<file path="src/verilog/fpu_config.svh">
`ifndef FPU_CONFIG_SVH
`define FPU_CONFIG_SVH

// operand and result word
`define FPU_DATA_W 64

// one single-precision lane
`define FPU_HALF_W 32

// ieee double fields
`define FPU_EXP_W 11
`define FPU_FRAC_W 52

`define FPU_FLAG_W 5

`define FPU_OP_W 4

// forward source code, late bit sits above it
`define FPU_SRC_W 2

// result buses from other units
`define FPU_NUM_BUS 2

`endif

</file>
<file path="src/verilog/fpu_pkg.sv">
`default_nettype none
`include "fpu_config.svh"

package fpu_pkg;

  // unused codes decode as op_and
  typedef enum logic [`FPU_OP_W-1:0] {
    op_and,
    op_or,
    op_xor,
    op_andn,
    op_swap,
    op_dup_lo,
    op_merge,
    op_cmp_ord,
    op_cmp_unord
  } fpu_op_t;

  typedef enum logic [`FPU_SRC_W-1:0] {
    src_reg,
    src_bus0,
    src_bus1,
    src_self
  } fwd_src_t;

  typedef struct packed {
    logic     late;
    fwd_src_t src;
  } fwd_sel_t;

  typedef struct packed {
    logic                   valid;
    fpu_op_t                op;
    logic [`FPU_DATA_W-1:0] a;
    logic [`FPU_DATA_W-1:0] b;
    fwd_sel_t               sel_a;
    fwd_sel_t               sel_b;
  } fpu_issue_t;

  typedef enum logic [1:0] {
    unit_logic,
    unit_perm,
    unit_cmp
  } fpu_unit_t;

  typedef enum logic [1:0] {
    lf_and,
    lf_or,
    lf_xor,
    lf_andn
  } logic_fn_t;

  typedef enum logic [1:0] {
    pf_swap,
    pf_dup_lo,
    pf_merge
  } perm_fn_t;

  typedef struct packed {
    logic      valid;
    fpu_unit_t unit;
    logic_fn_t lfn;
    perm_fn_t  pfn;
    logic      ordered;
  } fpu_ctrl_t;

  // invalid in bit 0, lines up with the fpcsr mask field
  typedef struct packed {
    logic underflow;
    logic overflow;
    logic divzero;
    logic denormal;
    logic invalid;
  } fp_flags_t;

  typedef struct packed {
    fp_flags_t flags;
    logic      trap;
  } fpu_report_t;

  typedef struct packed {
    logic zf;
    logic pf;
    logic cf;
  } cmp_cc_t;

endpackage

`default_nettype wire

</file>
<file path="src/verilog/operand_forward.sv">
`default_nettype none
`timescale 1ns/10ps
`include "fpu_config.svh"

module operand_forward (
  input  wire                                     clk,
  input  wire                                     rst,
  input  wire [`FPU_DATA_W-1:0]                   reg_val,
  input  wire fpu_pkg::fwd_sel_t                  sel,
  input  wire [`FPU_NUM_BUS-1:0][`FPU_DATA_W-1:0] result_bus,
  input  wire [`FPU_DATA_W-1:0]                   self_result,
  output logic [`FPU_DATA_W-1:0]                  operand
);
  import fpu_pkg::*;

  logic [`FPU_NUM_BUS-1:0][`FPU_DATA_W-1:0] bus_q;
  logic [`FPU_DATA_W-1:0]                   self_q;

  // one cycle old copy of every bus, for late picks
  always_ff @(posedge clk) begin
    if (rst) begin
      bus_q  <= '0;
      self_q <= '0;
    end else begin
      bus_q  <= result_bus;
      self_q <= self_result;
    end
  end

  always_comb begin
    case (sel.src)
      src_reg: begin
        operand = reg_val;
      end
      src_bus0: begin
        operand = sel.late ? bus_q[0] : result_bus[0];
      end
      src_bus1: begin
        operand = sel.late ? bus_q[1] : result_bus[1];
      end
      src_self: begin
        operand = sel.late ? self_q : self_result;
      end
      default: begin
        operand = reg_val;
      end
    endcase
  end

endmodule

`default_nettype wire

</file>
<file path="src/verilog/fpu_decode.sv">
`default_nettype none
`timescale 1ns/10ps
`include "fpu_config.svh"

module fpu_decode (
  input  wire                    clk,
  input  wire                    rst,
  input  wire                    issue_valid,
  input  wire fpu_pkg::fpu_op_t  op,
  input  wire [`FPU_DATA_W-1:0]  a,
  input  wire [`FPU_DATA_W-1:0]  b,
  output fpu_pkg::fpu_ctrl_t     ctrl,
  output logic [`FPU_DATA_W-1:0] a_q,
  output logic [`FPU_DATA_W-1:0] b_q
);
  import fpu_pkg::*;

  fpu_ctrl_t ctrl_d;

  always_comb begin
    ctrl_d         = '0;
    ctrl_d.valid   = issue_valid;
    ctrl_d.unit    = unit_logic;
    ctrl_d.lfn     = lf_and;
    ctrl_d.pfn     = pf_swap;
    ctrl_d.ordered = 1'b0;
    case (op)
      op_or:   ctrl_d.lfn = lf_or;
      op_xor:  ctrl_d.lfn = lf_xor;
      op_andn: ctrl_d.lfn = lf_andn;
      op_swap: begin
        ctrl_d.unit = unit_perm;
        ctrl_d.pfn  = pf_swap;
      end
      op_dup_lo: begin
        ctrl_d.unit = unit_perm;
        ctrl_d.pfn  = pf_dup_lo;
      end
      op_merge: begin
        ctrl_d.unit = unit_perm;
        ctrl_d.pfn  = pf_merge;
      end
      op_cmp_ord: begin
        ctrl_d.unit    = unit_cmp;
        ctrl_d.ordered = 1'b1;
      end
      op_cmp_unord: ctrl_d.unit = unit_cmp;
      // op_and and spare codes
      default: ctrl_d.lfn = lf_and;
    endcase
  end

  always_ff @(posedge clk) begin
    if (rst) begin
      ctrl.valid <= 1'b0;
    end else begin
      ctrl.valid <= ctrl_d.valid;
    end
    // fields only move with an issue
    if (issue_valid) begin
      ctrl.unit    <= ctrl_d.unit;
      ctrl.lfn     <= ctrl_d.lfn;
      ctrl.pfn     <= ctrl_d.pfn;
      ctrl.ordered <= ctrl_d.ordered;
      a_q          <= a;
      b_q          <= b;
    end
  end

endmodule

`default_nettype wire

</file>
<file path="src/verilog/fp_logic_perm.sv">
`default_nettype none
`timescale 1ns/10ps
`include "fpu_config.svh"

module fp_logic_perm (
  input  wire fpu_pkg::fpu_ctrl_t ctrl,
  input  wire [`FPU_DATA_W-1:0]   a,
  input  wire [`FPU_DATA_W-1:0]   b,
  output logic [`FPU_DATA_W-1:0]  res
);
  import fpu_pkg::*;

  localparam int HW = `FPU_HALF_W;

  logic [`FPU_DATA_W-1:0] logic_res;
  logic [`FPU_DATA_W-1:0] perm_res;
  logic [HW-1:0]          a_lo;
  logic [HW-1:0]          b_lo;
  logic [HW-1:0]          b_hi;

  assign a_lo = a[HW-1:0];
  assign b_lo = b[HW-1:0];
  assign b_hi = b[`FPU_DATA_W-1:HW];

  always_comb begin
    case (ctrl.lfn)
      lf_and:  logic_res = a & b;
      lf_or:   logic_res = a | b;
      lf_xor:  logic_res = a ^ b;
      lf_andn: logic_res = a & ~b;
      default: logic_res = a & b;
    endcase
  end

  // single lanes taken from b, merge keeps a's low lane
  always_comb begin
    case (ctrl.pfn)
      pf_swap:   perm_res = {b_lo, b_hi};
      pf_dup_lo: perm_res = {b_lo, b_lo};
      pf_merge:  perm_res = {b_hi, a_lo};
      default:   perm_res = b;
    endcase
  end

  assign res = (ctrl.unit == unit_perm) ? perm_res : logic_res;

endmodule

`default_nettype wire

</file>
<file path="src/verilog/fp_compare.sv">
`default_nettype none
`timescale 1ns/10ps
`include "fpu_config.svh"

module fp_compare (
  input  wire fpu_pkg::fpu_ctrl_t ctrl,
  input  wire [`FPU_DATA_W-1:0]   a,
  input  wire [`FPU_DATA_W-1:0]   b,
  output fpu_pkg::cmp_cc_t        cc,
  output fpu_pkg::fp_flags_t      raised
);
  import fpu_pkg::*;

  localparam int EW = `FPU_EXP_W;
  localparam int FW = `FPU_FRAC_W;
  localparam int MW = `FPU_DATA_W - 1;

  logic          a_sign;
  logic          b_sign;
  logic [EW-1:0] a_exp;
  logic [EW-1:0] b_exp;
  logic [FW-1:0] a_frac;
  logic [FW-1:0] b_frac;
  logic          a_nan;
  logic          b_nan;
  logic          a_snan;
  logic          b_snan;
  logic          a_sub;
  logic          b_sub;
  logic          both_zero;
  logic          mag_lt;
  logic          mag_gt;
  logic          unord;
  logic          eq;
  logic          lt;
  logic          en;

  assign {a_sign, a_exp, a_frac} = a;
  assign {b_sign, b_exp, b_frac} = b;

  assign a_nan  = (&a_exp) & (|a_frac);
  assign b_nan  = (&b_exp) & (|b_frac);
  // quiet bit is the top fraction bit
  assign a_snan = a_nan & ~a_frac[FW-1];
  assign b_snan = b_nan & ~b_frac[FW-1];
  assign a_sub  = ~(|a_exp) & (|a_frac);
  assign b_sub  = ~(|b_exp) & (|b_frac);

  // +0 and -0 compare equal
  assign both_zero = ~(|a[MW-1:0]) & ~(|b[MW-1:0]);
  assign mag_lt    = a[MW-1:0] < b[MW-1:0];
  assign mag_gt    = a[MW-1:0] > b[MW-1:0];

  assign unord = a_nan | b_nan;
  assign eq    = both_zero | (a == b);
  assign lt    = ~eq & ((a_sign & ~b_sign) |
                        (~a_sign & ~b_sign & mag_lt) |
                        (a_sign & b_sign & mag_gt));

  assign en = ctrl.valid & (ctrl.unit == unit_cmp);

  always_comb begin
    cc = '0;
    if (unord) begin
      cc = '{zf: 1'b1, pf: 1'b1, cf: 1'b1};
    end else if (eq) begin
      cc.zf = 1'b1;
    end else if (lt) begin
      cc.cf = 1'b1;
    end
  end

  always_comb begin
    raised          = '0;
    raised.invalid  = en & (a_snan | b_snan | (ctrl.ordered & unord));
    raised.denormal = en & (a_sub | b_sub);
  end

endmodule

`default_nettype wire

</file>
<file path="src/verilog/fpu_except.sv">
`default_nettype none
`timescale 1ns/10ps
`include "fpu_config.svh"

module fpu_except (
  input  wire                     clk,
  input  wire                     rst,
  input  wire                     valid,
  input  wire fpu_pkg::fp_flags_t raised,
  input  wire fpu_pkg::fp_flags_t mask,
  output fpu_pkg::fpu_report_t    report,
  output logic                    report_en
);
  import fpu_pkg::*;

  logic [`FPU_FLAG_W-1:0] unmasked;
  logic                   any_raised;

  // mask bit set means the flag does not trap
  assign unmasked   = raised & ~mask;
  assign any_raised = |raised;

  always_ff @(posedge clk) begin
    if (rst) begin
      report    <= '0;
      report_en <= 1'b0;
    end else begin
      report.flags <= valid ? raised : '0;
      report.trap  <= valid & (|unmasked);
      report_en    <= valid & any_raised;
    end
  end

endmodule

`default_nettype wire

</file>
<file path="src/verilog/fpu_lane.sv">
`default_nettype none
`timescale 1ns/10ps
`include "fpu_config.svh"

module fpu_lane (
  input  wire                                     clk,
  input  wire                                     rst,
  input  wire fpu_pkg::fpu_issue_t                issue,
  input  wire [`FPU_NUM_BUS-1:0][`FPU_DATA_W-1:0] result_bus,
  input  wire [31:0]                              fpcsr,
  output logic [`FPU_DATA_W-1:0]                  result,
  output logic                                    result_valid,
  output fpu_pkg::cmp_cc_t                        cc,
  output fpu_pkg::fpu_report_t                    report,
  output logic                                    report_en
);
  import fpu_pkg::*;

  fpu_issue_t             issue_q;
  logic [`FPU_DATA_W-1:0] opnd_a;
  logic [`FPU_DATA_W-1:0] opnd_b;
  fpu_ctrl_t              ctrl;
  logic [`FPU_DATA_W-1:0] a_q;
  logic [`FPU_DATA_W-1:0] b_q;
  logic [`FPU_DATA_W-1:0] lp_res;
  cmp_cc_t                cmp_cc;
  fp_flags_t              cmp_raised;
  fp_flags_t              exc_mask;

  // issue stage, operands resolve in the following cycle
  always_ff @(posedge clk) begin
    if (rst) begin
      issue_q.valid <= 1'b0;
    end else begin
      issue_q.valid <= issue.valid;
    end
    if (issue.valid) begin
      issue_q.op    <= issue.op;
      issue_q.a     <= issue.a;
      issue_q.b     <= issue.b;
      issue_q.sel_a <= issue.sel_a;
      issue_q.sel_b <= issue.sel_b;
    end
  end

  // the self bus is this lane's result register
  operand_forward a_fwd (
    .clk(clk), .rst(rst), .reg_val(issue_q.a), .sel(issue_q.sel_a),
    .result_bus(result_bus), .self_result(result), .operand(opnd_a)
  );

  operand_forward b_fwd (
    .clk(clk), .rst(rst), .reg_val(issue_q.b), .sel(issue_q.sel_b),
    .result_bus(result_bus), .self_result(result), .operand(opnd_b)
  );

  fpu_decode decode (
    .clk(clk), .rst(rst), .issue_valid(issue_q.valid), .op(issue_q.op),
    .a(opnd_a), .b(opnd_b), .ctrl(ctrl), .a_q(a_q), .b_q(b_q)
  );

  fp_logic_perm logic_perm (.ctrl(ctrl), .a(a_q), .b(b_q), .res(lp_res));

  fp_compare compare (
    .ctrl(ctrl), .a(a_q), .b(b_q), .cc(cmp_cc), .raised(cmp_raised)
  );

  assign exc_mask = fp_flags_t'(fpcsr[`FPU_FLAG_W-1:0]);

  fpu_except except (
    .clk(clk), .rst(rst), .valid(ctrl.valid), .raised(cmp_raised),
    .mask(exc_mask), .report(report), .report_en(report_en)
  );

  always_ff @(posedge clk) begin
    if (rst) begin
      result       <= '0;
      cc           <= '0;
      result_valid <= 1'b0;
    end else begin
      result_valid <= ctrl.valid;
      if (ctrl.valid) begin
        // compares only write flags
        if (ctrl.unit == unit_cmp) begin
          result <= '0;
          cc     <= cmp_cc;
        end else begin
          result <= lp_res;
          cc     <= '0;
        end
      end
    end
  end

endmodule

`default_nettype wire

</file>
<file path="config.mk">
export PLATFORM = sky130hd
export DESIGN_NAME = fpu_lane
export DESIGN_NICKNAME = d
export VERILOG_FILES = /design/src/verilog/fpu_pkg.sv /design/src/verilog/operand_forward.sv /design/src/verilog/fpu_decode.sv /design/src/verilog/fp_logic_perm.sv /design/src/verilog/fp_compare.sv /design/src/verilog/fpu_except.sv /design/src/verilog/fpu_lane.sv
export VERILOG_INCLUDE_DIRS = /design/src /design/src/verilog
export SDC_FILE = /design/constraint.sdc
export NUM_CORES = 1
export LEC_CHECK = 0
export ABC_AREA = 1
export BUFFER_PORTS_ARGS = -buffer_cell sky130_fd_sc_hd__buf_2
export CAP_MARGIN = 20
export CORE_MARGIN = 2
export CORE_UTILIZATION = 58
export CTS_BUF_LIST = sky130_fd_sc_hd__clkbuf_8 sky130_fd_sc_hd__clkbuf_16
export CTS_CLUSTER_DIAMETER = 30
export DETAILED_ROUTE_END_ITERATION = 10
export PLACE_DENSITY = 0.78
export SLEW_MARGIN = 20
export SYNTH_ARGS = -nofsm -noshare
export SYNTH_HDL_FRONTEND = slang
export SYNTH_HIERARCHICAL = 1
export SYNTH_SLANG_ARGS = --single-unit
</file>
<file path="constraint.sdc">
create_clock -name clk -period 6.7 [get_ports clk]
set_clock_uncertainty 0.2 [all_clocks]
set_input_delay 1.34 -clock clk [delete_from_list [all_inputs] [get_ports clk]]
set_output_delay 1.34 -clock clk [all_outputs]
set_load 0.005 [all_outputs]
</file>
* Word level (Yosys, flattened, before mapping) *
Cells that the tools add are included.

cells by class
  bitwise operators = 43
  reduce and logical (&&, ||, !) cells = 17
  muxes and demuxes = 23
  equality and inequality tests = 22
  $lt $le $gt $ge = 2

operator list
  operator            count
  $pmux 64 s4         3
  $mux 64             8
  $pmux 64 s3         1
  $and 64x64->64      2
  $reduce_or 63->1    2
  $reduce_or 52->1    2
  $eq 64x64->1        1
  $not 64->64         1
  $or 64x64->64       1
  $xor 64x64->64      1
  $gt 63x63->1        1
  $lt 63x63->1        1
  $reduce_and 11->1   2
  $reduce_or 11->1    2
  $and 1x1->1         19
  $eq 2x2->1 const B  8
  $eq 4x3->1 const B  4
  $eq 2x1->1 const B  5
  $not 1->1           10
  $eq 4x2->1 const B  2
  $logic_not 2->1     4
  $pmux 2 s2          2
  $mux 1              7
  $or 1x1->1          7
  other kinds (9)     11

storage, ports and cells
  output and inout bits = 75
  word-level logic and storage cells = 137
  bits of input ports = 301
  register bits after elaboration = 542

* Depth between registers and ports, before layout *
  depth after elaboration = 10
  mapped depth = 19
  mapped depth without buffers = 19

* By module *
Netlist, hierarchy kept.

by module, submodules not included
  module           cells an instance  instances  area each (um^2)  sequential area each (um^2)
  operand_forward  1,503              2          9,161.3           3,843.7
  fpu_lane         443                1          6,989.2           5,525.3
  fp_logic_perm    1,334              1          6,137.1           0.0
  fpu_decode       160                1          4,166.5           4,073.9
  fp_compare       429                1          2,451.1           0.0
  fpu_except       36                 1          264.0             140.1

* Least setup slack after synthesis *
Ideal clock, no wire load.

  path kind = register to register
  start = reg issue_q[138] (netlist name)
  end = reg decode.a_q[0], enable pin
  library setup time = 0.507 ns
  data required time = 5.993 ns
  cell stages (with the launch flop) = 1
  clock period less this slack = 3.951 ns
  setup slack = 2.749 ns
  arrival = 3.244 ns
  path buffers = 0
  cells stage by stage = dfxtp_1

RTL lines
  what                  line              source
  start, declared       fpu_lane.sv:19    fpu_issue_t issue_q;
  end signal, assigned  fpu_decode.sv:65  a_q <= a;
  end, declared         fpu_decode.sv:13  output logic [`FPU_DATA_W-1:0] a_q,

No word-level cell between the ends.

* Final worst setup path *
  start = reg decode/ctrl[3] (netlist name)
  end = reg result[30]

between the ends
  cells in the longest elaborated chain, start to end = 4
  elaborated cells on any way between the ends = 7
  those cells by class = eq/ne (3); mux (3); reduce/logical (1)

ends and longest elaborated chain
  what                                      line                 source
  $eq 2x2->1, or another cell as far along  fp_logic_perm.sv:26  case (ctrl.lfn)
  $pmux 64 s4 (*)                           fp_logic_perm.sv:26
  $mux 64 (*)                               fp_logic_perm.sv:45  assign res = (ctrl.unit == unit_perm) ? perm_res : logic_res;
  named net lp_res[30]                      fpu_lane.sv:25       logic [`FPU_DATA_W-1:0] lp_res;
  $mux 64 (*)                               fpu_lane.sv:84       if (ctrl.unit == unit_cmp) begin
  end signal, assigned                      fpu_lane.sv:88       result <= lp_res;
  end, declared                             fpu_lane.sv:11       output logic [`FPU_DATA_W-1:0] result,

The timed path passes the listed nets; every way through them passes the cells marked *.
A chain may end at the register's enable or synchronous reset.

==> results.md <==
- RSZ-0062 raised after global routing: false
- Area grow syn2layout: 17.26%
- Initial Utilization: 0.5841
- Nets@finish: 6090
- Synth cell types: 34
- Peak VDD IR: 0.2539 mV
- Routed len/inst: 17.00 um
- Worst setup path class: reg -> reg
- Fin. Hold Viols: 0
- Data arrival time of the critical path: 3.57 ns
- RePlAce Congestion: 1.015
- Startpoint Class: flop
- Grt ovf: 0
- Worst-Skew Late Latency: 0.74 ns
- DRC Markers: 0
- Vias per inst: 5.258
- Die Y: 261.1 um
- Worst Setup Slack, final: 3.525 ns
- Site Rows: 94
- Fmax: 0.3150 GHz
- Post-synth EDFFs: 273
- Mean Syn Cell Area: 7.088 um2
- Max-slew headroom: 0.2683
- Clk buf depth: 3
- CP Max Fanout: 65
- CTS Sinks: 734
- Clock slew at reported path FFs: 0.06 ns
- DP Worst Slack: 3.411 ns
- Setup TNS: 0 ns
- Most frequent CP cell: nand2_1
- DR vias: 34947
- Number of cells produced by synthesis: 5408
- #FFs+latches synth: 734
- Overall Global Routing Usage: 0.3288
- DRT iter0 DRCs: 3613
- DPL Wire Length: 70780 um
- Commonest non-fill, non-tap cell in the layout: nand2_1
- WL final: 113000 um
- Period minus WS final: 3.175 ns
- Most frequent cells in the layout: nand2_1 (2084), inv_1 (915), dfxtp_1 (459)
- Number of global-route vias before repair: 33099
- First-pass GRT wire length: 176300 um
- CTS Buf Count: 144
- Min Hold Slack: 0.2808 ns
- Post-CTS Setup Bufs: 0
- I/O pin cnt: 376
- Final antenna-violating net count: 0
- Largest stage delay on the critical path: 0.81 ns
- YS warnings: 6
- Max Cap Viol: 0
- Final core utilization: 0.6849
- Top_reg_cell synth: dfxtp_1
- Pin count of the biggest net entering global routing: 190
- Crit path required time: 7.10 ns
- Setup violators final: 0
- Initial antenna violation count: 6
- Share of layout cells above drive strength 1: 0.1277
- Outcome: complete, no violations
- Critical-path cell list: inv_1 -> ha_4 -> inv_2 -> buf_4 -> nand2_1 -> nand2_1 -> nand2_1 -> nand2_1 -> nand2_1 -> a21oi_2
- Clk root buf: clkbuf_16
- Port Buffer Count: 348
- Pleak: 22.57 nW
- Max-slew violations: 0
- Post-synthesis sequential area ratio: 0.4546
- Max stage delay cell, worst path: ha_4
- Ys async rst share: 0
- Synth Cell Area: 38330 um2
- PD cells: 311.5 nW/um2
- CTS tree: done
- Worst min path class: reg -> reg
- FILL cells: 5308
- Core Footprint: 65630 um2
- Worst setup EP type: flop
- Chip Width: 261.1 um
- Post-CTS Hold Buffers: 0
- Die ar.: 68160 um2
- Tcrit/Tclk final: 0.4739
- Worst Max-Slew Pin Slew: 1.098 ns
- H-tree levels: 4
- Drt pass-1 iters: 6
- Post-CTS sizing: 0
per-layer routing:
layer  track usage  part of all wire  up-vias
met4        0.1700             0.044        4
met1        0.4146              0.41    15970
met5             0           0.00024        -
met2        0.5344              0.47     1543
li1              -                 -    17109
met3       0.06901             0.082      321
final cells by class:
| class | instances | area, um2 | share of cell area |
|---|---|---|---|
| diodes | 5 | 12.51 | 0.0002784 |
| clock buffers | 165 | 4005 | 0.08911 |
| clock inverters | 103 | 983.4 | 0.02188 |
| inverters | 906 | 3412 | 0.07591 |
| multi-input cells | 3490 | 15980 | 0.3556 |
| flip-flops and latches | 734 | 17430 | 0.3879 |
| well taps | 864 | 1081 | 0.02405 |
| repair buffers | 380 | 2036 | 0.04529 |
power breakdown:
group	total [mW]	leakage (nW)	internal (mW)	switching, mW
Clock	7.20	2.51	4.65	2.55
Combinational	1.64	13.6	0.517	1.12
Sequential	5.16	6.43	4.93	0.227
synthesized netlist by cell type, types with 2 or more instances:
master,n,area share
nor2_2,12,0.0020
clkbuf_1,86,0.0084
edfxtp_1,273,0.21
nand3b_1,4,0.00078
a21o_1,3,0.00059
o21ai_0,177,0.023
nor3_1,7,0.00091
clkbuf_8,4,0.0014
nor2_1,452,0.044
nand4_1,149,0.024
o211ai_1,32,0.0063
nor2_4,4,0.0012
buf_2,116,0.015
o21ai_1,22,0.0029
buf_4,52,0.010
nor4_1,15,0.0024
nand2_1,2084,0.20
buf_6,21,0.0062
a21oi_2,61,0.014
or2_1,2,0.00033
ha_1,133,0.043
dfxtp_1,461,0.24
nand3_1,275,0.036
a21oi_1,31,0.0040
nand2_2,19,0.0031
inv_1,892,0.087
inv_2,14,0.0014
through the flow:
stage	cells	power, mW	area [um2]
floorplan	5410	6.273	38340
global placement	6373	6.779	39920
detailed placement	6373	6.818	39920
CTS	6641	14.02	44910
global route	6645	14.49	44940
finish	6647	14.00	44950
flip-flops by register name, summed over array words and instances, names as in the netlist:
register          count
except/report         6
b_fwd/bus_q         128
decode/a_q           64
decode/b_q           64
result_valid          1
a_fwd/bus_q         128
b_fwd/self_q         64
a_fwd/self_q         64
issue_q             139
decode/ctrl           8
cc                    3
except/report_en      1
result               64
final timing paths:
check / slack [ns] / cells past startpoint / startpoint / end
setup / recovery: 3.53 / 10 / decode/ctrl[3]$_DFFE_PP_ / result[30]$_SDFFE_PP0P_
hold / removal: 0.28 / 2 / result[1]$_SDFFE_PP0P_ / a_fwd/self_q[1]$_SDFF_PP0_
setup reg to reg: 3.53 / 10 / decode/ctrl[3]$_DFFE_PP_ / result[30]$_SDFFE_PP0P_
hold reg to reg: 0.28 / 2 / result[1]$_SDFFE_PP0P_ / a_fwd/self_q[1]$_SDFF_PP0_
kinds of logic (layout without fill, tap and decap cells):
kind of cell	count (synthesis)	count (layout)	share of synthesized area
adder cells (fa/ha/maj)	133	133	0.04341
flip-flops	734	734	0.4546
other	1	8	0.00009783
AND/OR/NAND/NOR	3027	3027	0.3204
buffers and inverters	1186	1554	0.1305
AO/OA/AOI/OAI	327	327	0.05102
critical path, delay by kind of cell (launching register included):
| family | cells | cell delay [ns] |
|---|---|---|
| simple gates | 5 | 0.46 |
| flops | 1 | 0.46 |
| compound gates | 1 | 0.07 |
| buf+inv | 3 | 1.00 |
| fa+ha+maj | 1 | 0.81 |
(Power assumes the default switching activity.)
